`config.mk`:
```
export PLATFORM = sky130hd
export DESIGN_NAME = legDmem
export DESIGN_NICKNAME = d
export VERILOG_FILES = /design/src/logic/legIsaPkg.sv /design/src/logic/legDmem.sv
export SDC_FILE = /design/constraint.sdc
export NUM_CORES = 2
export LEC_CHECK = 0
export ABC_AREA = 1
export BUFFER_PORTS_ARGS = -buffer_cell sky130_fd_sc_hd__clkbuf_2
export CORE_MARGIN = 3
export CORE_UTILIZATION = 44
export CTS_BUF_LIST = sky130_fd_sc_hd__clkbuf_16
export DETAILED_ROUTE_END_ITERATION = 7
export GPL_ROUTABILITY_DRIVEN = 1
export MAX_ROUTING_LAYER = met4
export SETUP_SLACK_MARGIN = 0.05
export SLEW_MARGIN = 20
export SYNTH_ARGS = -nofsm -noshare
export SYNTH_HDL_FRONTEND = slang
export SYNTH_SLANG_ARGS = --single-unit
```
`constraint.sdc`:
```
create_clock -name clk -period 4.5 [get_ports clk]
set_input_delay 0.9 -clock clk [delete_from_list [all_inputs] [get_ports clk]]
set_output_delay 0.9 -clock clk [all_outputs]
set_load 0.01 [all_outputs]
```
`src/logic/legIsaPkg.sv`:
```
`default_nettype none

package legIsaPkg;

	localparam int instWidth = 32;
	localparam int dataWidth = 64;
	localparam int regIdxWidth = 5;
	localparam logic [regIdxWidth-1:0] xzrIdx = 5'd31; // Hardwired zero register

	// Instruction field widths
	localparam int dtAddrWidth = 9; // LDUR/STUR offset
	localparam int immWidth = 12; // ADDI immediate
	localparam int condBrWidth = 19;
	localparam int brWidth = 26;

	typedef enum logic [3:0] {
		opLdur,
		opStur,
		opAdd,
		opAddi,
		opSub,
		opAnd,
		opOrr,
		opCbz,
		opCbnz,
		opB,
		opHalt,
		opIllegal
	} opcodeE;

	localparam logic [10:0] ldurOpc = 11'b11111000010;
	localparam logic [10:0] sturOpc = 11'b11111000000;
	localparam logic [10:0] addOpc = 11'b10001011000;
	localparam logic [9:0] addiOpc = 10'b1001000100; // Only 10 bits wide
	localparam logic [10:0] subOpc = 11'b11001011000;
	localparam logic [10:0] andOpc = 11'b10001010000;
	localparam logic [10:0] orrOpc = 11'b10101010000;
	localparam logic [7:0] cbzOpc = 8'b10110100;
	localparam logic [7:0] cbnzOpc = 8'b10110101;
	localparam logic [5:0] bOpc = 6'b000101;
	localparam logic [10:0] haltOpc = 11'b11111111111;

endpackage

`default_nettype wire

```
`src/logic/legDmem.sv`:
```
`timescale 1ns/10ps
`default_nettype none

module legDmem #(
	parameter int dmemDepth = 32
) (
	input  logic clk,
	input  logic rstN,
	input  logic [legIsaPkg::dataWidth-1:0] addr,
	input  logic [legIsaPkg::dataWidth-1:0] wrData,
	input  logic we,
	output logic [legIsaPkg::dataWidth-1:0] rdData
);
	localparam int idxWidth = $clog2(dmemDepth);

	logic [legIsaPkg::dataWidth-1:0] mem [dmemDepth];
	logic [idxWidth-1:0] idx;

	assign idx = addr[3 +: idxWidth]; // Byte address to word index

	always_ff @(posedge clk)
	begin
		if (!rstN)
		begin
			for (int i = 0; i < dmemDepth; i++)
				mem[i] <= '0;
			rdData <= '0;
		end
		else
		begin
			if (we)
				mem[idx] <= wrData;
			rdData <= mem[idx]; // One cycle read latency
		end
	end

endmodule

`default_nettype wire

```
Yosys cells after proc, flatten, opt, wreduce, memory -nomap -nowiden
Memory sizes are Yosys's and may differ from the RTL's. A register that Yosys moved wholly into a read port is not among the register bits. Cells that the tools add are included.

Register bits after elaboration: 0. RAM bits: 2048. Input port bits: 131. Output and inout bits: 64. Word-level logic and storage cells: 10. Memories kept: 1.

Multiplexer cells: 7. Reductions and logical operators: 2.

Memory list: mem (words 32, width 64, rd ports 1, clocked after Yosys merged registers in 1, wr ports 32, line legDmem.sv:16) `logic [legIsaPkg::dataWidth-1:0] mem [dmemDepth];`.

Operators by type and width (count): $mux 64 (1); $reduce_or 64->1 (1); $mux 1 (5); $mux 5 (1); $logic_not 1->1 (1).

Longest topological paths before layout
Word-level depth: 5. Mapped depth: 13. Mapped depth without buffers: 9.

Worst setup path after synthesis
Ideal clock, no wire load.

Path type: input to register. Start: input rstN. End: memory mem[12][0] (netlist bit), enable pin. Setup time: 0.424 ns. Data arrival time: 3.378 ns. Required time: 4.076 ns. Slack: 0.699 ns. Cell stages on the path: 7. Buffers on the path: 3. Cell sequence: buf_2 nand2_1 nor3_2 nand2_1 clkbuf_1 buf_2 nand2_1.

RTL lines: start: declaration (line legDmem.sv:8) `input logic rstN,`; end: declaration (line legDmem.sv:16).

==> impl_metrics.tcl <==
set metrics [dict create \
    drv_cap 0 \
    hold_class "in -> reg" \
    maxSlewHeadroom 0.150 \
    antenna_found_initial 7 \
    synth-main-ff-cell "edfxtp_1" \
    p_leak_nw 46.2 \
    place_area_um2 98800 \
    outcome "completed" \
    dr.first_iter.drc_count 8675 \
    ys_ff_latch 2112 \
    cts_resized 0 \
    synth_edf_count 2048 \
    cts_max_path_buffers 3 \
    die_h_um 472 \
    path_max_fanout 47 \
    setup_viol 0 \
    syn_inst 10576 \
    crit_arrival_ns 3.40 \
    io_pins 195 \
    drive_gt1_frac 0.0674 \
    ctsRootBufferMaster "clkbuf_16" \
    clk-insertion-delay-late_ns 0.89 \
    yosysWarnings 0 \
    startpoint "addr[3]" \
    hold_start "wrData[15]" \
    drc 0 \
    synth_area_um2 95400 \
    cts_sinks 2112 \
    seq_area_frac_synth 0.658 \
    start_util 0.444 \
    htreeDepth 4 \
    rsz0062_at_grt "false" \
    slew_viol_final 0 \
    cts_setup_buffers 0 \
    cp-end-kind "flop" \
    ir_drop_mv 0.446 \
    via_per_inst 5.42 \
    hold_depth 3 \
    worst_pin_slew_ns 1.28 \
    die_area_um2 223000 \
    avgRoutedWirePerCell_um 22.8 \
    r2r_start "mem[3][49]" \
    drt_first_pass_iters 6 \
    area_growth_pct 10.6 \
    dr_total_vias 72211 \
    gp_congestion 0.817 \
    grt_max_degree 187 \
    fin_crit_ns 2.87 \
    syn_avg_cell_area_um2 9.02 \
    crit_required_ns 5.03 \
    path_clk_slew_ns 0.06 \
    fin_nets 10435 \
    ctsHoldBuffers 0 \
    synthesis.nets 10707 \
    port_buffers 135 \
    async_reset_ff_frac 0 \
    grt.overflow.total 0 \
    drt_wl_total_um 305000 \
    fin_crit_sh 0.639 \
    hold_end "mem[10][15]" \
    antenna_left 0 \
    setup_tns_ns 0 \
    powerDensity_nw_per_um2 414 \
    hold_viol 0 \
    ff2ff_setup_slack_ns 2.85 \
    finClkSkew_ns 0.0677 \
    worstReg2RegEnd "rdData[49]" \
    fmaxAchievable_mhz 348 \
    die_w_um 472 \
    grt_pass1_wl_um 451000 \
    std_cell_rows 170 \
    core_um2 215000 \
    reg2reg_depth 8 \
    cts_buffers 219 \
    dpl.hpwl_um 158000 \
    crit_type "in -> reg" \
    final_area_um2 106000 \
    grt_util_all_layers 0.279 \
    cts_tree "done" \
    grt_pass1_vias 68858 \
    synthDistinctLibCells 16 \
    startpoint_type "input port" \
]
==> cell usage after synthesis, types with 2 or more instances <==
cell      instances  area, um^2
a21oi_1          64         320
buf_1            32         120
buf_2           341        1710
buf_4            24         180
clkbuf_1        432        1620
dfxtp_1          64        1280
edfxtp_1       2048       61500
inv_1            67         251
inv_2             2        7.51
nand2_1        5121       19200
nand3_1         192         961
nor2_1         2176        8170
nor3_1            8        40.0
nor3_2            3        30.0
==> state kept, by name, summed over array words and instances, names as in the netlist <==
name    cells
mem      2048
rdData     64
==> how the worst max path moves through the flow <==
stage	end	slack (ns)
after floorplan	mem[12][0]	0.70
after detailed placement	mem[5][9]	0.81
final	mem[5][7]	1.63
after global placement	mem[5][8]	0.81
after CTS	mem[5][12]	1.73
after global routing	mem[5][12]	1.65
==> final cells by class <==
class	instances	area, um^2
clock inverter	191	1270
antenna	3	7.51
sequential	2112	62800
multi-input combinational	7565	29300
timing repair buffer	336	2910
fill	19992	109000
tap	2838	3550
inverter	70	289
clock buffer	220	5510
==> stage by stage <==
| stage | setup WS [ns] | cells | utilization | hold WS (ns) | total power [mW] |
|---|---|---|---|---|---|
| 2_1_floorplan | 0.699 | 10576 | - | 0.683 | 25.5 |
| 3_3_place_gp | 0.812 | 12921 | 0.459 | 0.714 | 26.8 |
| 3_5_place_dp | 0.815 | 12921 | 0.459 | 0.724 | 26.9 |
| 4_1_cts | 1.73 | 13332 | 0.491 | 0.405 | 43.9 |
| 5_1_grt | 1.65 | 13335 | 0.491 | 0.430 | 45.2 |
| 6_report | 1.63 | 13335 | 0.491 | 0.463 | 43.8 |
==> cell usage in the layout, fill, tap and decap left out, types with 2 or more instances in the layout <==
cell type	synthesis	routed
inv_1	67	101
inv_2	2	17
diode_2	0	3
clkbuf_16	0	220
buf_8	0	2
clkinv_2	0	27
inv_6	0	2
bufinv_16	0	11
clkinv_4	0	3
nand3_1	192	192
inv_16	0	4
clkbuf_2	0	132
nand2_4	0	64
nand2_1	5121	5057
buf_4	24	142
clkinv_8	0	6
edfxtp_1	2048	2048
clkinv_16	0	3
buf_12	0	55
nor2_1	2176	2176
clkinv_1	0	85
a21oi_1	64	64
dfxtp_1	64	64
nor3_2	3	11
buf_6	0	5
==> logic make-up after synthesis <==
| group | synth area share |
|---|---|
| simple gates | 0.298 |
| compound gates | 0.00336 |
| buf+inv | 0.0408 |
| flops | 0.658 |
==> report_power, final <==
group | switching (mW) | internal, mW | total [mW]
Combinational | 2.75 | 0.865 | 3.62
Clock | 7.77 | 9.48 | 17.3
Sequential | 0.283 | 22.6 | 22.9
Total | 10.8 | 33.0 | 43.8
==> critical path, stage by stage <==
cell,delay [ns]
buf_8,0.25
inv_16,0.15
nor3_4,0.60
nand2_4,0.41
nand2_4,0.58
buf_4,0.42
==> metal layers <==
layer,wire (um),up-vias,share of wire,global-route usage
li1,-,32934,-,-
met1,124000,35129,0.41,0.371
met2,141000,3583,0.46,0.440
met3,30100,565,0.099,0.0479
met4,9920,0,0.033,0.0853
met5,0,-,0,-
Note: power is estimated with default switching activity, not from simulation.
