### src/logic/legIsaPkg.sv
`default_nettype none

package legIsaPkg;

	localparam int instWidth = 32;
	localparam int dataWidth = 64;
	localparam int regIdxWidth = 5;
	localparam logic [regIdxWidth-1:0] xzrIdx = 5'd31; // Hardwired zero register

	// Instruction field widths
	localparam int dtAddrWidth = 9; // LDUR/STUR offset
	localparam int immWidth = 12; // ADDI immediate
	localparam int condBrWidth = 19;
	localparam int brWidth = 26;

	typedef enum logic [3:0] {
		opLdur,
		opStur,
		opAdd,
		opAddi,
		opSub,
		opAnd,
		opOrr,
		opCbz,
		opCbnz,
		opB,
		opHalt,
		opIllegal
	} opcodeE;

	localparam logic [10:0] ldurOpc = 11'b11111000010;
	localparam logic [10:0] sturOpc = 11'b11111000000;
	localparam logic [10:0] addOpc = 11'b10001011000;
	localparam logic [9:0] addiOpc = 10'b1001000100; // Only 10 bits wide
	localparam logic [10:0] subOpc = 11'b11001011000;
	localparam logic [10:0] andOpc = 11'b10001010000;
	localparam logic [10:0] orrOpc = 11'b10101010000;
	localparam logic [7:0] cbzOpc = 8'b10110100;
	localparam logic [7:0] cbnzOpc = 8'b10110101;
	localparam logic [5:0] bOpc = 6'b000101;
	localparam logic [10:0] haltOpc = 11'b11111111111;

endpackage

`default_nettype wire

### src/logic/legImem.sv
`timescale 1ns/10ps
`default_nettype none

module legImem #(
	parameter int imemDepth = 64
) (
	input  logic clk,
	input  logic rstN,
	input  logic busy,
	input  logic progValid,
	input  logic [$clog2(imemDepth)-1:0] progAddr,
	input  logic [legIsaPkg::instWidth-1:0] progData,
	output logic progReady,
	input  logic [$clog2(imemDepth)-1:0] pc,
	output logic [legIsaPkg::instWidth-1:0] instr
);
	logic [legIsaPkg::instWidth-1:0] mem [imemDepth];

	assign progReady = !busy; // Loads only while idle or halted

	always_ff @(posedge clk)
	begin
		if (progValid && progReady)
			mem[progAddr] <= progData;
	end

	always_ff @(posedge clk)
	begin
		if (!rstN)
			instr <= '0;
		else
			instr <= mem[pc];
	end

endmodule

`default_nettype wire

### config.mk
export PLATFORM = sky130hd
export DESIGN_NAME = legImem
export DESIGN_NICKNAME = d
export VERILOG_FILES = /design/src/logic/legIsaPkg.sv /design/src/logic/legImem.sv
export SDC_FILE = /design/constraint.sdc
export NUM_CORES = 2
export LEC_CHECK = 0
export ABC_AREA = 0
export BUFFER_PORTS_ARGS = -buffer_cell sky130_fd_sc_hd__buf_2
export CELL_PAD_IN_SITES_DETAIL_PLACEMENT = 0
export CELL_PAD_IN_SITES_GLOBAL_PLACEMENT = 1
export CORE_AREA = 2 2 448 450
export CTS_BUF_LIST = sky130_fd_sc_hd__clkbuf_8
export DETAILED_ROUTE_END_ITERATION = 8
export DIE_AREA = 0 0 450 452
export PLACE_DENSITY = 0.69
export SETUP_SLACK_MARGIN = 0.4
export SYNTH_ARGS = -nofsm -noshare
export SYNTH_HDL_FRONTEND = slang
export SYNTH_SLANG_ARGS = --single-unit
### constraint.sdc
create_clock -name clk -period 4.4 [get_ports clk]
set_input_delay 0.88 -clock clk [delete_from_list [all_inputs] [get_ports clk]]
set_output_delay 0.88 -clock clk [all_outputs]
set_load 0.005 [all_outputs]
# [After elaboration in Yosys (flattened, before gate mapping)]
# Memory sizes are Yosys's and may differ from the RTL's. A register that Yosys moved wholly into a read port is not among the register bits.
# Cells that the tools add are included.
# W data, S select, Z words.
[totals] out_inout_bits=33 mem_bits_rw=2048 memories=1 elab_cells=6 reg_bits=0 in_bits=48
[memory_table] name="mem" words=64 width=32 rd=1 rd_ports_with_merged_regs=1 wr=1 line="legImem.sv:17" text="logic [legIsaPkg::instWidth-1:0] mem [imemDepth];"
[op_classes] n_mux=2 reduce_logical=3
[op_table] operator="$logic_not A1 Y1" count=2
[op_table] operator="$mux W1" count=2
[op_table] operator="$logic_and A1 B1 Y1" count=1

# [Logic depth before layout (Yosys ltp)]
[depth] depth_word=4 depth_mapped=10 ltp_nobuf=5

# [Least setup slack after synthesis]
# OpenSTA, ideal clock, no wires.
[synth_path] kind="input-to-reg" start="input port progAddr[5]" end="memory mem[48][0] in the netlist's numbering, enable pin" stages=4 slack_ns=0.156 path_buffers=1 required_time_ns=3.939 setup_time_ns=0.461 arrival_time_ns=3.783 path_cell_list="clkbuf_1 nand4_1 or3_1 nor3_1"
[synth_lines] element="start, declared" line="legImem.sv:11" text="input logic [$clog2(imemDepth)-1:0] progAddr,"
[synth_lines] element="end, declared" line="legImem.sv:17"
# No word-level cell before the write port.

==> impl_metrics.env <==
export IMPL_drt_initial_drc_count=5465
export IMPL_worst_hold_startpoint="progData[6]"
export IMPL_rows=164
export IMPL_p_per_area_nw_per_um2=430
export IMPL_ys_flop_type="edfxtp_1"
export IMPL_crit_type="in2reg"
export IMPL_num_vias=40262
export IMPL_setup_slack_ns=1.59
export IMPL_stdcell_count=6871
export IMPL_synthArstFlopShare=0
export IMPL_synth_top_area_frac=0.777
export IMPL_synth_seq_area_share=0.785
export IMPL_syn_area_um2=79100
export IMPL_grt_max_degree=72
export IMPL_post_synth_top_area_cell="edfxtp_1"
export IMPL_dpl_cell_count=6290
export IMPL_finalCritPeriodShare=0.639
export IMPL_coreArea_um2=199000
export IMPL_die_x_um=450
export IMPL_cp_max_fo=36
export IMPL_pre_cts_slack_ns=0.633
export IMPL_numCtsBuffers=334
export IMPL_vias_per_cell=5.86
export IMPL_p_leak_nw=28.8
export IMPL_p_total_mw=38.9
export IMPL_r2r_setup_slack_ns=2.22
export IMPL_finalSetupViolCount=0
export IMPL_nFillCells=16707
export IMPL_cts_tree="built"
export IMPL_detail_route_antenna_nets=0
export IMPL_use_met3=0.0480
export IMPL_drv_cap=0
export IMPL_maxSlewViolCount=0
export IMPL_stdcell_area_um2=90400
export IMPL_top_usage_layer="met2"
export IMPL_syn_inst=3531
export IMPL_cts_resized=0
export IMPL_wl_per_cell_um=32.8
export IMPL_nets=4018
export IMPL_cp_slowest_cell="mux4_2"
export IMPL_drc=0
export IMPL_ir_drop_v=0.000301
export IMPL_timing_rr_end="instr[25]"
export IMPL_synth_area_leaders="edfxtp_1 78%, mux4_2 15%, mux2i_1 1.3%"
export IMPL_cp_data_arrival_time_ns=3.66
export IMPL_outcome="finished clean"
export IMPL_start_util=0.398
export IMPL_clkLatencyLatePin_ns=1.02
export IMPL_place_area_um2=84600
export IMPL_clkTransAtPathRegs_ns=0.06
export IMPL_antenna_found_initial=17
export IMPL_end_kind="register"
export IMPL_overflow=0
export IMPL_synth_avg_cell_area_um2=22.4
export IMPL_syn_nets=3579
export IMPL_yosysMostFrequentCell="edfxtp_1"
export IMPL_relSlewSlack=0.148
export IMPL_fin_crit_ns=2.81
export IMPL_grt_pass1_wl_um=312000
export IMPL_synth_distinct_cells=50
export IMPL_fin_setup_tns_ns=0
export IMPL_ys_warn_count=0
export IMPL_portBuffers=80
export IMPL_synth_top_cells_by_count="2048 x edfxtp_1, 511 x mux4_2, 206 x nand2_1"
export IMPL_crit_required_ns=5.25
export IMPL_use_met1=0.309
export IMPL_syn_to_final_growth_pct=14.3
export IMPL_hp_class="in2reg"
export IMPL_root_buffer="clkbuf_8"
export IMPL_use_met2=0.347
export IMPL_synth_edf_count=2048
export IMPL_max_freq_mhz=356
export IMPL_ys_ff_latch=2080
export IMPL_fp_dieArea_um2=203000
export IMPL_layout_drive_gt1_share=0.302
export IMPL_hold_path_depth=1
export IMPL_rsz0062_at_grt="no"
export IMPL_tightestPinTransition_ns=1.28
export IMPL_place_congestion=0.799
export IMPL_fin_util=0.455
export IMPL_first_pass_iters=5
export IMPL_ctsHtreeMaxLevel=5
export IMPL_wl_um=225000
export IMPL_holdPathEnd="mem[58][6]"
export IMPL_cp_cell_sequence="buf_8 > buf_12 > buf_12 > mux4_2 > mux4_2 > o21ai_1 > o221ai_1"
export IMPL_clkSinkCount=2080
export IMPL_first_global_vias=40222
export IMPL_io_pins=81
export IMPL_postCtsSetupBuffers=0
export IMPL_ctsHoldBuffers=0
export IMPL_r2r_start="mem[30][25]"
export IMPL_skew_ns=0.0372
export IMPL_hold_viol=0
export IMPL_reg2regPathDepth=4
export IMPL_die_y_um=452
export IMPL_fin_hold_ws_ns=0.135
export IMPL_max_stage_delay_ns=0.55
export IMPL_ctsLongestPathBuffers=4
export IMPL_hpwl_um=127000
export IMPL_cp_start_kind="primary input"
export IMPL_grtUsageTotal=0.219
registers in the layout, indices dropped and copies added (netlist names):
register,cells
instr,32
mem,2048
cell families (layout without fill, tap and decap cells):
| family | Yosys count | after routing | synth area share |
|---|---|---|---|
| and+or+nand+nor | 403 | 403 | 0.0217 |
| other | 0 | 6 | 0 |
| muxes | 615 | 615 | 0.159 |
| AOI/OAI and AO/OA | 239 | 239 | 0.0212 |
| buffers and inverters | 194 | 872 | 0.0130 |
| DFF | 2080 | 2080 | 0.785 |
cells in the final DEF (no fill, tap or decap), types with 11 or more instances in the layout:
master    instances
a22oi_1          58
a21oi_1          56
mux4_2          511
a32oi_1          18
o21ai_0          11
mux2i_1         100
nor2_4           62
clkinv_2         33
nand2_1         206
clkbuf_8        346
clkinv_1         61
nor2b_1          14
buf_12           48
nand3_1          43
a31oi_1          11
inv_1           124
edfxtp_1       2048
buf_2            76
dfxtp_1          32
nor2_1           30
and2_1           11
o221ai_1         11
a221oi_1         13
buf_4           164
final cells by class:
cell class	instances	area [um2]	share of cell area
diodes	6	15.0	0.000166
clock buffers	346	4760	0.0527
clock inverters	229	1090	0.0120
inverters	6	27.5	0.000304
multi-input cells	1257	16400	0.182
flip-flops and latches	2080	62100	0.687
well taps	2656	3320	0.0368
repair buffers	291	2620	0.0289
report_power, final:
group	total [mW]	switching, mW	internal, mW
clock	14.9	7.33	7.60
combinational	2.03	1.30	0.726
sequential	21.9	0.0658	21.9
per-layer routing:
metal	vias to the layer above	routed length, um	share of wire
met2	2270	108000	0.48
met5	-	13	0.000058
li1	15825	-	-
met4	2	5380	0.024
met3	318	23200	0.10
met1	21847	89100	0.40
critical path, delay by kind of cell:
kind	cells	cell delay (ns)
buffers and inverters	3	0.98
AOI/OAI and AO/OA	2	0.66
muxes	2	1.02
how the worst max path moves through the flow:
stage	startpoint	depth (start not counted)	slack, ns	end
after floorplan	progAddr[3]	4	0.88	mem[10][0]
after global placement	pc[0]	8	0.59	instr[3]
after detailed placement	pc[0]	7	0.63	instr[29]
after CTS	instr[29]	1	1.47	instr[29]
after global routing	pc[0]	7	1.55	instr[7]
final	pc[0]	7	1.59	instr[29]
(Power assumes the default switching activity.)
