### src/logic/legIsaPkg.sv
`default_nettype none

package legIsaPkg;

	localparam int instWidth = 32;
	localparam int dataWidth = 64;
	localparam int regIdxWidth = 5;
	localparam logic [regIdxWidth-1:0] xzrIdx = 5'd31; // Hardwired zero register

	// Instruction field widths
	localparam int dtAddrWidth = 9; // LDUR/STUR offset
	localparam int immWidth = 12; // ADDI immediate
	localparam int condBrWidth = 19;
	localparam int brWidth = 26;

	typedef enum logic [3:0] {
		opLdur,
		opStur,
		opAdd,
		opAddi,
		opSub,
		opAnd,
		opOrr,
		opCbz,
		opCbnz,
		opB,
		opHalt,
		opIllegal
	} opcodeE;

	localparam logic [10:0] ldurOpc = 11'b11111000010;
	localparam logic [10:0] sturOpc = 11'b11111000000;
	localparam logic [10:0] addOpc = 11'b10001011000;
	localparam logic [9:0] addiOpc = 10'b1001000100; // Only 10 bits wide
	localparam logic [10:0] subOpc = 11'b11001011000;
	localparam logic [10:0] andOpc = 11'b10001010000;
	localparam logic [10:0] orrOpc = 11'b10101010000;
	localparam logic [7:0] cbzOpc = 8'b10110100;
	localparam logic [7:0] cbnzOpc = 8'b10110101;
	localparam logic [5:0] bOpc = 6'b000101;
	localparam logic [10:0] haltOpc = 11'b11111111111;

endpackage

`default_nettype wire

### src/logic/legCtrlPkg.sv
`default_nettype none

package legCtrlPkg;

	typedef enum logic [2:0] {
		aluAdd,
		aluSub,
		aluAnd,
		aluOrr,
		aluPassB
	} aluOpE;

	// Source of the second ALU operand
	typedef enum logic {
		srcReg,
		srcImm
	} aluSrcE;

	typedef enum logic [2:0] {
		stIdle,
		stFetch,
		stDecode,
		stExecute,
		stMemory,
		stWriteback,
		stHalted
	} ctrlStateE;

endpackage

`default_nettype wire

### src/logic/legAlu.sv
`timescale 1ns/10ps
`default_nettype none

module legAlu (
	input  logic [legIsaPkg::dataWidth-1:0] a,
	input  logic [legIsaPkg::dataWidth-1:0] b,
	input  legCtrlPkg::aluOpE aluOp,
	output logic [legIsaPkg::dataWidth-1:0] result,
	output logic zero
);

	always_comb
	begin
		case (aluOp)
			legCtrlPkg::aluAdd:
				result = a + b;
			legCtrlPkg::aluSub:
				result = a - b;
			legCtrlPkg::aluAnd:
				result = a & b;
			legCtrlPkg::aluOrr:
				result = a | b;
			legCtrlPkg::aluPassB:
				result = b; // CBZ/CBNZ test and store data
			default:
				result = '0;
		endcase
	end

	assign zero = (result == '0);

endmodule

`default_nettype wire

### config.mk
export PLATFORM = sky130hd
export DESIGN_NAME = legAlu
export DESIGN_NICKNAME = d
export VERILOG_FILES = /design/src/logic/legIsaPkg.sv /design/src/logic/legCtrlPkg.sv /design/src/logic/legAlu.sv
export SDC_FILE = /design/constraint.sdc
export NUM_CORES = 1
export LEC_CHECK = 0
export BUFFER_PORTS_ARGS = -buffer_cell sky130_fd_sc_hd__buf_2
export CAP_MARGIN = 20
export CORE_AREA = 3 3 153 155
export DETAILED_ROUTE_END_ITERATION = 16
export DIE_AREA = 0 0 156 158
export PLACE_DENSITY = 0.62
export RECOVER_POWER = 25
export SLEW_MARGIN = 20
export SYNTH_ARGS = -nofsm -noshare
export SYNTH_HDL_FRONTEND = slang
export SYNTH_SLANG_ARGS = --single-unit
### constraint.sdc
create_clock -name vclk -period 20.4
set_input_delay 6.12 -clock vclk [all_inputs]
set_output_delay 6.12 -clock vclk [all_outputs]
set_load 0.005 [all_outputs]
After elaboration in Yosys (flattened, before gate mapping) --
Index checks and enable logic that the tools add are counted.
Word-level totals: register bits after elaboration 0, bits of input ports 131, output and inout bits 65, logic and storage cells 11
Operators by class: $add $sub $neg 2, equality and inequality tests 4, multiplexer cells 1, bitwise gates (word level) 2, reduce and logical (&&, ||, !) cells 2
Operators with widths (number):
- 64-bit one-hot mux with 5 select lines | 1
- 64-bit adder | 1
- 64-bit AND | 1
- 64-bit logical NOT | 1
- 64-bit OR | 1
- 64-bit subtractor | 1
- 3-bit by 2-bit == test with 1-bit output (second input constant) | 2
- 3-bit by 1-bit == test with 1-bit output (second input constant) | 1
- 3-bit == test (second input constant) | 1
- 3-bit logical NOT | 1

Logic depth before layout (Yosys ltp) --
depth after elaboration 3, gate-level depth with buffers 24

Least setup slack after synthesis --
OpenSTA, ideal clock, no wires.
path kind input -> output, from input aluOp[1], to output zero, arrival time 10.764 ns, path slack 3.516 ns, stages 21, buffers on the path 5, cell sequence clkbuf_1 nor2_1 clkbuf_1 clkbuf_1 buf_1 nand2_1 clkbuf_1 nand2_1 o21ai_0 fa_1 nand2b_1 a211oi_1 o21a_1 o211ai_1 a21oi_4 o21ai_1 a21o_1 or4_1 nor4_1 nand4b_1 nor3_2
On the way: cells in the longest elaborated chain, start to end 3, elaborated cells between the ends (all ways) 7, those cells by class eq/ne: 4; mux: 1; reduce/logical: 2
Ends and longest elaborated chain:
- from (decl) | RTL line legAlu.sv:7 | input legCtrlPkg::aluOpE aluOp,
- 3-bit == test (tied with other cells) | RTL line legAlu.sv:14 | case (aluOp)
- 64-bit one-hot mux with 5 select lines * | RTL line legAlu.sv:14
- named net result (one bit) | RTL line legAlu.sv:8 | output logic [legIsaPkg::dataWidth-1:0] result,
- 64-bit logical NOT * | RTL line legAlu.sv:30 | assign zero = (result == '0);
- to (decl) | RTL line legAlu.sv:9 | output logic zero
Mark *: on every way through the listed nets, which the timed path passes. The rest lies on a longest branch.

Final worst setup path --
from input aluOp[0], to output zero
On the way: cells in the longest elaborated chain, start to end 3, elaborated cells between the ends (all ways) 7, those cells by class eq/ne: 4; mux: 1; reduce/logical: 2
Ends and longest elaborated chain (RTL line):
- 3-bit == test (tied with other cells) | legAlu.sv:14
- 64-bit one-hot mux with 5 select lines * | legAlu.sv:14
- 64-bit logical NOT * | legAlu.sv:30
Mark *: on every way between the ends. The rest lies on a longest branch, timed or not.

==> impl_metrics.ini <==
[run_status]
outcome = finished, final reports clean

[cts]
post_cts_resized = 0
post_cts_buffers = 0
cts_hold_buf = 0

[die]
chipWidth_um = 156
start_util = 0.353
coreArea_sq_mm = 0.0220
rows = 54
ioPinCount = 196
die_h_um = 158
die_area_sq_mm = 0.0246

[worst_setup_path]
crit_type = in2out
slowest_delay_ns = 0.61
arrival_ns = 12.19
critPathLaunchType = primary input
cp_max_fo = 36
crit_path_end_kind = primary output
critical_path_required_ns = 14.28
crit_start = aluOp[0]
critPathTopFamily = simple AND/OR/NAND/NOR gates
crit_path_top_delay_cell = buf_2
path_buf_inv = 4
path_cells = buf_2 -> inv_1 -> nor2_1 -> buf_4 -> a21oi_1 -> xnor2_1 -> ha_1 -> nand4_2 -> nor4_1 -> a32oi_1 -> a21boi_1 -> or3b_1 -> xnor2_1 -> o21ai_1 -> or4_1 -> nor4_1 -> nand4b_1 -> nor3_2 -> buf_2

[worst_hold_path]
holdPathEnd = result[63]
whs_path_depth = 4
hold_path.class = in2out
min_from = b[63]

[pwr]
power_leakage_nw = 3.66
comb_power_share = 1.000
power.net_switching_w = 0.000210
p_int_w = 0.000123
pwr_density_cell_mw_per_mm2 = 37.6
pwr-share-seq = 0
p_sw_frac = 0.631
p_clk_frac = 0
fin_total_pwr_w = 0.000333
irDropWorstVdd_v = 0.0000145

[timing]
finalHoldViolCount = 0
tightest_slew_ns = 0.954
slew_violations = 0
fmax_mhz = 54.6
maxSlewHeadroom = 0.358
worst_slack_ns = 2.09
min_period_over_period = 0.897
fin_crit_ns = 18.31
setup_viol = 0
rsz0062_at_grt = no
tns_ns = 0

[synth]
yosys.area.top_type = ha_1
syn_area_per_cell_sq_um = 6.63
synth_top_area_frac = 0.106
synth_area_sq_mm = 0.00776
synth_cell_type_count = 91
yosysWarnings = 0
synthCells = 1170
synthTopCellsByArea = ha_1 (11%), maj3_1 (7.7%), a21oi_1 (7.2%)
synth-seq-area-share = 0
synthesis.nets = 1368

[layout]
antennaDiodeCount = 0
clkbuf_count = 0
design_area_sq_mm = 0.00884
mostFrequentLayoutCells = buf_2 (192), nand2_1 (120), a21oi_1 (112), o21ai_0 (81), nor2_1 (79)
area_growth_pct = 14.0
finalNonFillerCells = 1582
filler_cell_count = 2429
fin_nets = 1502
seq_area_sq_um = 0
multiInputGateArea_sq_mm = 0.00732
mostFrequentLayoutCell = buf_2
seq_cell_count = 0
drive_above_1_share = 0.180

[placed_design]
placed_area_sq_mm = 0.00887
preCtsSetupSlack_ns = 2.34
hpwl_mm = 28.9
dp_cells = 1582
port_buffers = 196
finalWeightedCongestion = 1.00

[route]
drt_iter0_drc = 1014
wire_per_inst_um = 22.5
routed_wl_mm = 35.6
vias = 9976
drc = 0
drtPass1Iterations = 6
ant_nets = 0
vias_per_cell = 6.31

[grt]
grt_max_degree = 61
grt_usage = 0.273
grt_pass1_wl_mm = 53.9
grtUsageMet2 = 0.458
grt.busiest_layer = met2
grt_overflow = 0
antenna_found_initial = 0
use_met3 = 0.0252
use_met1 = 0.369
grt_pass1_vias = 9555

[run]
cap_violations = 0
-- kinds of logic (layout without fill, tap and decap cells) --
logic type	after synthesis	count (layout)	synth area share
XOR/XNOR	101	101	0.115
buffers and inverters	108	240	0.0566
AO/OA/AOI/OAI	433	433	0.374
adder cells (fa/ha/maj)	127	127	0.186
AND/OR/NAND/NOR	394	394	0.259
multiplexers	7	7	0.00919
-- layout make-up --
type / count / share of cell area
inverters: 36 / 0.0153
well taps: 280 / 0.0396
multi-input cells: 1062 / 0.828
repair buffers: 204 / 0.117
-- synthesized netlist by cell type (5+ instances only) --
cell type / instances
buf_2: 15
o21ai_1: 10
nand4_1: 30
buf_1: 9
a21boi_0: 5
xor2_1: 46
mux2i_1: 6
a21oi_1: 111
and2_1: 8
o31ai_1: 22
o41ai_1: 6
or2_2: 5
inv_1: 36
or4_1: 7
a31oi_1: 14
nor2b_1: 5
a211o_1: 6
nand3_1: 16
xnor2_1: 54
o211ai_1: 16
o21ai_0: 81
nor2_1: 80
o21a_1: 21
nor4_1: 16
a22oi_1: 51
and4_1: 10
nand2b_1: 13
maj3_1: 60
ha_1: 66
or3_1: 12
and3_1: 7
nand2_1: 121
clkbuf_1: 46
a21o_1: 16
o21bai_1: 8
nor3_1: 43
-- stage by stage --
step	utilization	hold slack, ns
final	0.403	12.63
after global routing	0.403	12.67
after CTS	0.404	12.62
after detailed placement	0.404	12.61
after global placement	0.404	12.62
after floorplan	-	12.37
-- worst max-delay path by stage --
stage	endpoint	depth (start not counted)
after floorplan	zero	21
final	zero	19
after global placement	zero	19
after CTS	zero	19
after global routing	zero	19
after detailed placement	zero	19
-- per-layer routing --
metal  wire [um]  vias to the layer above  part of all wire
li1            -                     4733                 -
met2       16200                      496              0.46
met5           0                        -                 0
met3        2740                       80             0.077
met4        1240                        0             0.035
met1       15400                     4667              0.43
-- power groups by stage --
stage / combinational, W / sequential, W / clock (W)
4_1_cts: 0.000327 / 0 / 0
5_1_grt: 0.000361 / 0 / 0
3_3_place_gp: 0.000327 / 0 / 0
6_report: 0.000333 / 0 / 0
2_1_floorplan: 0.000216 / 0 / 0
3_5_place_dp: 0.000325 / 0 / 0
No activity file was read; power rests on OpenSTA's default activity.
