[config.mk]
export PLATFORM = sky130hd
export DESIGN_NAME = legControl
export DESIGN_NICKNAME = d
export VERILOG_FILES = /design/src/logic/legIsaPkg.sv /design/src/logic/legCtrlPkg.sv /design/src/logic/legControl.sv
export SDC_FILE = /design/constraint.sdc
export NUM_CORES = 1
export LEC_CHECK = 0
export ABC_AREA = 1
export CAP_MARGIN = 0
export CORE_UTILIZATION = 26
export DETAILED_ROUTE_END_ITERATION = 7
export DONT_BUFFER_PORTS = 1
export GPL_ROUTABILITY_DRIVEN = 0
export GPL_TIMING_DRIVEN = 0
export PLACE_DENSITY = 0.42
export REMOVE_ABC_BUFFERS = 1
export SETUP_SLACK_MARGIN = 0.15
export SYNTH_ARGS = -nofsm -noshare
export SYNTH_HDL_FRONTEND = slang
export SYNTH_SLANG_ARGS = --single-unit
[constraint.sdc]
create_clock -name clk -period 4.3 [get_ports clk]
set_clock_uncertainty 0.15 [all_clocks]
set_input_delay 0 -clock clk [delete_from_list [all_inputs] [get_ports clk]]
set_output_delay 0 -clock clk [all_outputs]
set_load 0.02 [all_outputs]
[src/logic/legIsaPkg.sv]
`default_nettype none

package legIsaPkg;

	localparam int instWidth = 32;
	localparam int dataWidth = 64;
	localparam int regIdxWidth = 5;
	localparam logic [regIdxWidth-1:0] xzrIdx = 5'd31; // Hardwired zero register

	// Instruction field widths
	localparam int dtAddrWidth = 9; // LDUR/STUR offset
	localparam int immWidth = 12; // ADDI immediate
	localparam int condBrWidth = 19;
	localparam int brWidth = 26;

	typedef enum logic [3:0] {
		opLdur,
		opStur,
		opAdd,
		opAddi,
		opSub,
		opAnd,
		opOrr,
		opCbz,
		opCbnz,
		opB,
		opHalt,
		opIllegal
	} opcodeE;

	localparam logic [10:0] ldurOpc = 11'b11111000010;
	localparam logic [10:0] sturOpc = 11'b11111000000;
	localparam logic [10:0] addOpc = 11'b10001011000;
	localparam logic [9:0] addiOpc = 10'b1001000100; // Only 10 bits wide
	localparam logic [10:0] subOpc = 11'b11001011000;
	localparam logic [10:0] andOpc = 11'b10001010000;
	localparam logic [10:0] orrOpc = 11'b10101010000;
	localparam logic [7:0] cbzOpc = 8'b10110100;
	localparam logic [7:0] cbnzOpc = 8'b10110101;
	localparam logic [5:0] bOpc = 6'b000101;
	localparam logic [10:0] haltOpc = 11'b11111111111;

endpackage

`default_nettype wire

[src/logic/legCtrlPkg.sv]
`default_nettype none

package legCtrlPkg;

	typedef enum logic [2:0] {
		aluAdd,
		aluSub,
		aluAnd,
		aluOrr,
		aluPassB
	} aluOpE;

	// Source of the second ALU operand
	typedef enum logic {
		srcReg,
		srcImm
	} aluSrcE;

	typedef enum logic [2:0] {
		stIdle,
		stFetch,
		stDecode,
		stExecute,
		stMemory,
		stWriteback,
		stHalted
	} ctrlStateE;

endpackage

`default_nettype wire

[src/logic/legControl.sv]
`timescale 1ns/10ps
`default_nettype none

module legControl #(
	parameter int imemDepth = 64
) (
	input  logic clk,
	input  logic rstN,
	input  logic start,
	input  logic [legIsaPkg::instWidth-1:0] instr,
	input  logic [legIsaPkg::dataWidth-1:0] aluResult,
	input  logic aluZero,
	input  logic storeReady,
	output logic [$clog2(imemDepth)-1:0] pc,
	output logic [legIsaPkg::regIdxWidth-1:0] rdIdx1,
	output logic [legIsaPkg::regIdxWidth-1:0] rdIdx2,
	output logic [legIsaPkg::regIdxWidth-1:0] wrIdx,
	output logic regWe,
	output logic wrSel,
	output legCtrlPkg::aluOpE aluOp,
	output legCtrlPkg::aluSrcE aluSrc,
	output logic [legIsaPkg::dataWidth-1:0] operandB,
	output logic [legIsaPkg::dataWidth-1:0] dmemAddr,
	output logic dmemWe,
	output logic storeValid,
	output logic [legIsaPkg::dataWidth-1:0] storeAddr,
	output logic [legIsaPkg::dataWidth-1:0] storeData,
	output logic busy,
	output logic halted,
	output logic illegal
);
	localparam int pcWidth = $clog2(imemDepth);

	legCtrlPkg::ctrlStateE state;
	legIsaPkg::opcodeE decOp;
	legIsaPkg::opcodeE opReg;
	logic [legIsaPkg::instWidth-1:0] instReg;
	logic [legIsaPkg::dataWidth-1:0] addrReg;
	logic [legIsaPkg::dataWidth-1:0] brOffset;
	logic [pcWidth-1:0] pcNext;
	logic reg2Loc;
	logic isBranch;
	logic brTaken;
	logic storeFire;

	assign decOp = (instr[31:21] == legIsaPkg::haltOpc) ? legIsaPkg::opHalt :
		(instr[31:21] == legIsaPkg::ldurOpc) ? legIsaPkg::opLdur :
		(instr[31:21] == legIsaPkg::sturOpc) ? legIsaPkg::opStur :
		(instr[31:21] == legIsaPkg::addOpc) ? legIsaPkg::opAdd :
		(instr[31:22] == legIsaPkg::addiOpc) ? legIsaPkg::opAddi :
		(instr[31:21] == legIsaPkg::subOpc) ? legIsaPkg::opSub :
		(instr[31:21] == legIsaPkg::andOpc) ? legIsaPkg::opAnd :
		(instr[31:21] == legIsaPkg::orrOpc) ? legIsaPkg::opOrr :
		(instr[31:24] == legIsaPkg::cbzOpc) ? legIsaPkg::opCbz :
		(instr[31:24] == legIsaPkg::cbnzOpc) ? legIsaPkg::opCbnz :
		(instr[31:26] == legIsaPkg::bOpc) ? legIsaPkg::opB :
		legIsaPkg::opIllegal;

	assign reg2Loc = (opReg == legIsaPkg::opStur) || (opReg == legIsaPkg::opCbz) ||
		(opReg == legIsaPkg::opCbnz); // Rt on second read port
	assign rdIdx1 = instReg[9:5];
	assign rdIdx2 = reg2Loc ? instReg[4:0] : instReg[20:16];
	assign wrIdx = instReg[4:0];

	assign isBranch = (opReg == legIsaPkg::opB) || (opReg == legIsaPkg::opCbz) ||
		(opReg == legIsaPkg::opCbnz);
	assign brTaken = (opReg == legIsaPkg::opB) || ((opReg == legIsaPkg::opCbz) && aluZero) ||
		((opReg == legIsaPkg::opCbnz) && !aluZero);
	assign brOffset = (opReg == legIsaPkg::opB) ?
		{{(legIsaPkg::dataWidth - legIsaPkg::brWidth){instReg[legIsaPkg::brWidth-1]}},
			instReg[0 +: legIsaPkg::brWidth]} :
		{{(legIsaPkg::dataWidth - legIsaPkg::condBrWidth){instReg[23]}},
			instReg[5 +: legIsaPkg::condBrWidth]};
	assign pcNext = pc + brOffset[pcWidth-1:0]; // Word offset

	always_comb
	begin
		aluOp = legCtrlPkg::aluAdd;
		aluSrc = legCtrlPkg::srcReg;
		operandB = {{(legIsaPkg::dataWidth - legIsaPkg::dtAddrWidth){1'b0}},
			instReg[12 +: legIsaPkg::dtAddrWidth]};
		case (opReg)
			legIsaPkg::opLdur, legIsaPkg::opStur:
				aluSrc = legCtrlPkg::srcImm;
			legIsaPkg::opAddi:
			begin
				aluSrc = legCtrlPkg::srcImm;
				operandB = {{(legIsaPkg::dataWidth - legIsaPkg::immWidth){1'b0}},
					instReg[10 +: legIsaPkg::immWidth]};
			end
			legIsaPkg::opSub:
				aluOp = legCtrlPkg::aluSub;
			legIsaPkg::opAnd:
				aluOp = legCtrlPkg::aluAnd;
			legIsaPkg::opOrr:
				aluOp = legCtrlPkg::aluOrr;
			legIsaPkg::opCbz, legIsaPkg::opCbnz, legIsaPkg::opB:
				aluOp = legCtrlPkg::aluPassB;
			default:
				aluOp = legCtrlPkg::aluAdd;
		endcase
		if (state == legCtrlPkg::stMemory) // Store data comes through the ALU
		begin
			aluOp = legCtrlPkg::aluPassB;
			aluSrc = legCtrlPkg::srcReg;
		end
	end

	assign storeValid = (state == legCtrlPkg::stMemory) && (opReg == legIsaPkg::opStur);
	assign storeFire = storeValid && storeReady;
	assign storeAddr = addrReg;
	assign storeData = aluResult;
	assign dmemAddr = addrReg;
	assign dmemWe = storeFire;
	assign regWe = (state == legCtrlPkg::stWriteback);
	assign wrSel = (opReg == legIsaPkg::opLdur); // Load data on writeback
	assign halted = (state == legCtrlPkg::stHalted);
	assign busy = !((state == legCtrlPkg::stIdle) || halted);

	always_ff @(posedge clk)
	begin
		if (state == legCtrlPkg::stDecode)
		begin
			instReg <= instr;
			opReg <= decOp;
		end
		if (state == legCtrlPkg::stExecute)
			addrReg <= aluResult;
	end

	always_ff @(posedge clk)
	begin
		if (!rstN)
		begin
			state <= legCtrlPkg::stIdle;
			pc <= '0;
			illegal <= 1'b0;
		end
		else
		begin
			case (state)
				legCtrlPkg::stIdle, legCtrlPkg::stHalted:
					if (start)
					begin
						pc <= '0;
						illegal <= 1'b0;
						state <= legCtrlPkg::stFetch;
					end
				legCtrlPkg::stFetch:
					state <= legCtrlPkg::stDecode;
				legCtrlPkg::stDecode:
					if ((decOp == legIsaPkg::opHalt) || (decOp == legIsaPkg::opIllegal))
					begin
						illegal <= (decOp == legIsaPkg::opIllegal);
						state <= legCtrlPkg::stHalted;
					end
					else
						state <= legCtrlPkg::stExecute;
				legCtrlPkg::stExecute:
					if (isBranch)
					begin
						pc <= brTaken ? pcNext : pc + pcWidth'(1);
						state <= legCtrlPkg::stFetch;
					end
					else if ((opReg == legIsaPkg::opLdur) || (opReg == legIsaPkg::opStur))
						state <= legCtrlPkg::stMemory;
					else
						state <= legCtrlPkg::stWriteback;
				legCtrlPkg::stMemory:
					if (opReg == legIsaPkg::opLdur)
						state <= legCtrlPkg::stWriteback;
					else if (storeFire) // Back-pressure stretches this state
					begin
						pc <= pc + pcWidth'(1);
						state <= legCtrlPkg::stFetch;
					end
				legCtrlPkg::stWriteback:
				begin
					pc <= pc + pcWidth'(1);
					state <= legCtrlPkg::stFetch;
				end
				default:
					state <= legCtrlPkg::stIdle;
			endcase
		end
	end

endmodule

`default_nettype wire

# Word level (Yosys, flattened, before mapping)
# Cells that the tools add are included.
# totals
out_inout_bits	288
input_bits	101
ff_bits	100
wordCells	100
# classes
add_sub_neg	2
muxes	34
n_reduce_logical	25
eq_ne	33
# op_table
cell	n
== test 11 bit (second input constant)	7
2-to-1 mux 4 bit	9
2-to-1 mux 6 bit	6
case mux 6 bit (4 select lines)	1
2-to-1 mux 3 bit	6
case mux 3 bit (6 select lines)	1
== test 4 x 3 -> 1 bit (second input constant)	4
== test 4 bit (second input constant)	4
== test 8 bit (second input constant)	2
2-to-1 mux 12 bit	1
case mux 3 bit (4 select lines)	1
== test 10 bit (second input constant)	1
== test 3 bit (second input constant)	3
logical OR 1 bit	9
inequality test 2 bit (second input constant)	4
adder 6 x 1 -> 6 bit (second input constant)	1
adder 6 bit	1
== test 3 x 2 -> 1 bit (second input constant)	2
== test 6 x 3 -> 1 bit (second input constant)	1
OR reduction 3 bit	2
2-to-1 mux 1 bit	5
2-to-1 mux 5 bit	1
AND reduction 5 bit	1
== test 4 x 1 -> 1 bit (second input constant)	1
15 further kinds	20

# Depth between registers and ports, before layout
# depth
word_depth	16
mapped_depth	16

# Worst setup path after synthesis
# OpenSTA, ideal clock, no wires.
# synth_path
path_kind	register to register
startpoint	reg state[0]
endpoint	reg pc[2]
path_stages_with_launch	8
n_path_buf	0
period_less_slack_ns	3.195
arrival_time_ns	2.926
slack_ns	1.105
t_required_ns	4.031
path_cell_list	dfxtp_1 -> nand2_1 -> nor2_2 -> nor3_2 -> nor2_4 -> nand3_4 -> a211oi_1 -> nor2_1
# synth_between
elab_chain_len	5
word_cells_on_any_way	15
classes_between	8 x eq/ne; 1 x mux; 6 x reduce/logical
# synth_lines
item	line	rtl
start, declared	legControl.sv:34	legCtrlPkg::ctrlStateE state;
start signal, assigned	legControl.sv:135	state <= legCtrlPkg::stIdle;
start signal, assigned	legControl.sv:147	state <= legCtrlPkg::stFetch;
start signal, assigned	legControl.sv:150	state <= legCtrlPkg::stDecode;
== test 3 bit	legControl.sv:109, legControl.sv:141	
logical AND 1 bit	legControl.sv:109	assign storeValid = (state == legCtrlPkg::stMemory) && (opReg == legIsaPkg::opStur);
logical AND 1 bit	legControl.sv:110	assign storeFire = storeValid && storeReady;
inequality test 2 bit (no line)	n/a	
AND reduction 5 bit (no line)	n/a	
end signal, assigned	legControl.sv:162	pc <= brTaken ? pcNext : pc + pcWidth'(1);
end signal, assigned	legControl.sv:174	pc <= pc + pcWidth'(1);
end signal, assigned	legControl.sv:179	pc <= pc + pcWidth'(1);
end, declared	legControl.sv:14	output logic [$clog2(imemDepth)-1:0] pc,
# Several ways; a longest one is shown, not always the timed one.
# A chain may end at the register's enable or synchronous reset.

# Worst setup path in the final report
# layout_path
startpoint	in instr[25] (netlist name)
endpoint	reg illegal
# layout_between
elab_chain_len	15
word_cells_on_any_way	27
classes_between	13 x eq/ne; 12 x mux; 2 x reduce/logical
# layout_lines
item	line	rtl
start, declared	legControl.sv:10	input logic [legIsaPkg::instWidth-1:0] instr,
== test 8 bit	legControl.sv:55	(instr[31:24] == legIsaPkg::cbnzOpc) ? legIsaPkg::opCbnz :
2-to-1 mux 2 bit	legControl.sv:55	
2-to-1 mux 4 bit	legControl.sv:54	(instr[31:24] == legIsaPkg::cbzOpc) ? legIsaPkg::opCbz :
2-to-1 mux 4 bit	legControl.sv:53	(instr[31:21] == legIsaPkg::orrOpc) ? legIsaPkg::opOrr :
2-to-1 mux 4 bit	legControl.sv:52	(instr[31:21] == legIsaPkg::andOpc) ? legIsaPkg::opAnd :
2-to-1 mux 4 bit	legControl.sv:51	(instr[31:21] == legIsaPkg::subOpc) ? legIsaPkg::opSub :
2-to-1 mux 4 bit	legControl.sv:50	(instr[31:22] == legIsaPkg::addiOpc) ? legIsaPkg::opAddi :
2-to-1 mux 4 bit	legControl.sv:49	(instr[31:21] == legIsaPkg::addOpc) ? legIsaPkg::opAdd :
2-to-1 mux 4 bit	legControl.sv:48	(instr[31:21] == legIsaPkg::sturOpc) ? legIsaPkg::opStur :
2-to-1 mux 4 bit	legControl.sv:47	(instr[31:21] == legIsaPkg::ldurOpc) ? legIsaPkg::opLdur :
2-to-1 mux 4 bit (*)	legControl.sv:46	assign decOp = (instr[31:21] == legIsaPkg::haltOpc) ? legIsaPkg::opHalt :
== test 4 bit (on tied branches)	legControl.sv:152, legControl.sv:154	
logical OR 1 bit	legControl.sv:152	if ((decOp == legIsaPkg::opHalt) || (decOp == legIsaPkg::opIllegal))
inequality test 2 x 1 -> 1 bit (no line)	n/a	
AND reduction 3 bit (no line)	n/a	
end signal, assigned	legControl.sv:154	illegal <= (decOp == legIsaPkg::opIllegal);
end, declared	legControl.sv:30	output logic illegal
# Mark *: on every way between the ends. The rest lies on a longest branch, timed or not. The select of a mux whose other input is x is not followed.

==> implementation parameters <==
Parameter                              Value

Worst hold path
  Path category of the worst min-delay check    in2reg

STA
  Relative slew slack    0.424
  Tightest Pin Transition    860 ps
  Setup repair after global routing missed its margin    no
  Hold Vio Cnt, Final    0
  Max-slew violations    0
  Post-route fraction of the period consumed by the critical path    0.806
  Maximum clock frequency    289 MHz
  Setup total negative slack    0 ps
  Fin crit period    3470 ps
  Total of endpoints with negative setup slack in the final report    0

GRT
  Overall Global Routing Usage    0.170
  Final global-route overflow total    0
  Number of antenna violations at the first check in global routing    3
  Pin count of the biggest net entering global routing    29
  Via count of the first global-routing pass    3441
  Wire length of the first global-routing pass    25900 um

Logic synthesis
  Number of warning messages in the yosys log    0
  Top FF cell, synth    edfxtp_1
  Sequential-to-total area share from yosys stat    0.504
  Synthesized cell area    0.00575 sq mm
  Number of synthesized register bits    100
  Distinct cell type count of the synthesized netlist    37
  Number of instances in the synthesized netlist    574
  Number of enable flip-flop cells after synthesis    90
  Average cell area after synthesis    10.0 sq um
  Share of synthesized registers carrying an async set or reset    0

Clock network
  Total clock sinks    100
  Inserted Clock Buffers    9
  CTS tree    done
  Maximum buffer depth of the clock tree    2
  Root buf cell    clkbuf_16
  Clock network latency to the later pin of the worst-skew pair    350 ps
  Deepest level of the CTS H-tree    3
  Clock slew at reported path FFs    70 ps

Drt
  Vias per std cell    4.37
  Met2 wire length    9700 um
  Count of antenna-violating nets left after detailed routing    0
  Number of design rule violations left after detail routing    0
  Detailed-routing iteration count for the pre-antenna-repair pass    8
  Final routed wire length divided by cell count    24.3 um
  Starting DRT DRC Count    300
  Wire length the detailed router placed on met1    7730 um
  Overall via count from detail_route    3633
  Highest routed metal layer    met4
  Total wirelength of the detailed-routed design    20200 um
  Length of routed met3 wiring    2420 um

Setup path
  Critical Path Sink Type    flip-flop
  Crit path capture    illegal
  Depth of the most critical reg-to-reg path    9
  Crit path kind    in2reg
  Arrival time at the worst endpoint    3550 ps
  Worst setup path startpoint    instr[25]
  Worst-path fanout max    4
  RR Startpoint    state[1]
  Critical R2R Capture    illegal
  Setup crit start kind    input port
  Register-to-register setup slack    1120 ps
  Required time of the worst setup path    4380 ps

Power
  Clock network power share    0.248
  VDD IR max    0.170 mV
  Switching Power    1.41 mW
  Total power density per cell area    540 mW/mm^2
  Static leakage    2.42 nW
  Fraction of power spent switching nets    0.418
  Combinational cell fraction of total power    0.280
  Fraction of power consumed by sequential logic    0.472
  Internal Pwr Total    1.96 mW

Cells and area
  Number of antenna repair diodes    0
  Number of standard cells in the final layout excluding fillers    832
  Most frequent cells in the layout    dlygate4sd3_1 (100), edfxtp_1 (90), nand2_1 (59)
  Layout net count    655
  Final non-filler cell area    0.00626 sq mm
  Most common library cell in the layout ignoring fill and taps    dlygate4sd3_1
  Layout cells sized above 1    0.116
  Area Overhead vs Synth    8.76%

Floorplan
  Initial standard-cell utilization of the core    0.264
  Number of core rows    54
  Vertical die dimension    151 um
  Io pins    389
  Die span in x    151 um
  CORE AREA    0.0218 sq mm
  Area enclosed by the die boundary    0.0227 sq mm

Place
  Port Buf Inserts    0
  Number of cells after detailed placement    715
  Detail Placement HPWL    17000 um
  Post-detailed-placement cell area    0.00492 sq mm

Run
  Total of max-cap violations    0

Status
  Status    completed
kinds of logic after synthesis:
| logic type | after synthesis | share of synthesized area |
|---|---|---|
| muxes | 6 | 0.0117 |
| AOI/OAI and AO/OA | 45 | 0.0448 |
| DFF | 100 | 0.504 |
| other | 1 | 0.000652 |
| buffers and inverters | 250 | 0.288 |
| xor gates and xnor gates | 5 | 0.00761 |
| adders and majority gates | 7 | 0.0165 |
| and+or+nand+nor | 160 | 0.127 |
Yosys cell counts (6+ instances only):
cell type | instances | area [sq um]
ha_1 | 6 | 75.1
buf_4 | 190 | 1430
nand2_1 | 60 | 225
dfxtp_1 | 10 | 200
a21oi_1 | 14 | 70.1
mux2_2 | 6 | 67.6
o21ai_0 | 12 | 60.1
nand3_1 | 24 | 120
nor2_1 | 47 | 176
edfxtp_1 | 90 | 2700
o21ai_1 | 8 | 40.0
inv_2 | 13 | 48.8
inv_1 | 44 | 165
power by group through the flow:
stage                     clock [mW]  sequential (mW)  combinational [mW]
after global placement             0             1.63               0.742
after detailed placement           0             1.63               0.771
after CTS                      0.866             1.60               0.948
after global routing           0.892             1.62                1.04
final                          0.839             1.59               0.945
after floorplan                    0             1.52               0.610
registers in the layout (all words and copies together), names as in the netlist:
| name | count |
|---|---|
| dmemAddr | 64 |
| state | 3 |
| pc | 6 |
| illegal | 1 |
| opReg | 4 |
| instReg | 22 |
layer usage:
layer / track usage / vias to the layer above
li1: - / 1590
met1: 0.195 / 1761
met2: 0.290 / 259
met3: 0.0712 / 23
met4: 0.0425 / 0
met5: 0 / -
through the flow:
step / total power [mW] / setup WS [ps] / utilization / hold WS, ps
4_1_cts: 3.42 / 313 / 0.287 / 0.830
6_report: 3.38 / 834 / 0.288 / 25.7
5_1_grt: 3.55 / 696 / 0.288 / 69.5
3_3_place_gp: 2.37 / 183 / 0.223 / -150
3_5_place_dp: 2.40 / 1360 / 0.226 / -150
2_1_floorplan: 2.14 / 1110 / - / -150
critical path: stages:
cell and delay (ps):
dlygate4sd3_1 550, nor2_1 40, dlygate4sd3_1 560, nand4_1 90
dlygate4sd3_1 550, nand2_1 60, nor2_2 110, nand2_2 100
o21bai_4 140, nand2_1 80, nor2_1 100, dlygate4sd3_1 550
nor2_1 40, dlygate4sd3_1 540
what timing repair did:
item                                    4_1_cts  5_1_grt
hold buffers                                101        0
endpoints found under the hold margin       164        0
endpoints found under the setup margin        0        1
setup buffers                                 0        1
gates resized for setup                       0        4
how the worst min path moves through the flow:
stage	start	end	slack (ps)	cells after the start
6_report	instr[31]	opReg[2]	30	6
3_3_place_gp	aluResult[32]	storeData[32]	-150	0
2_1_floorplan	aluResult[0]	storeData[0]	-150	0
3_5_place_dp	aluResult[55]	storeData[55]	-150	0
5_1_grt	instr[30]	opReg[2]	70	6
4_1_cts	instr[30]	opReg[1]	0.8	4
layout make-up:
type,instances,area (sq um)
Tap cell,280,350
Multi-Input combinational cell,275,1420
Clock buffer,9,225
Timing Repair Buffer,103,1060
Sequential cell,100,2900
Clock inverter,7,86.3
Fill cell,2237,15500
Inverter,58,220
Note: power is estimated with default switching activity, not from simulation.
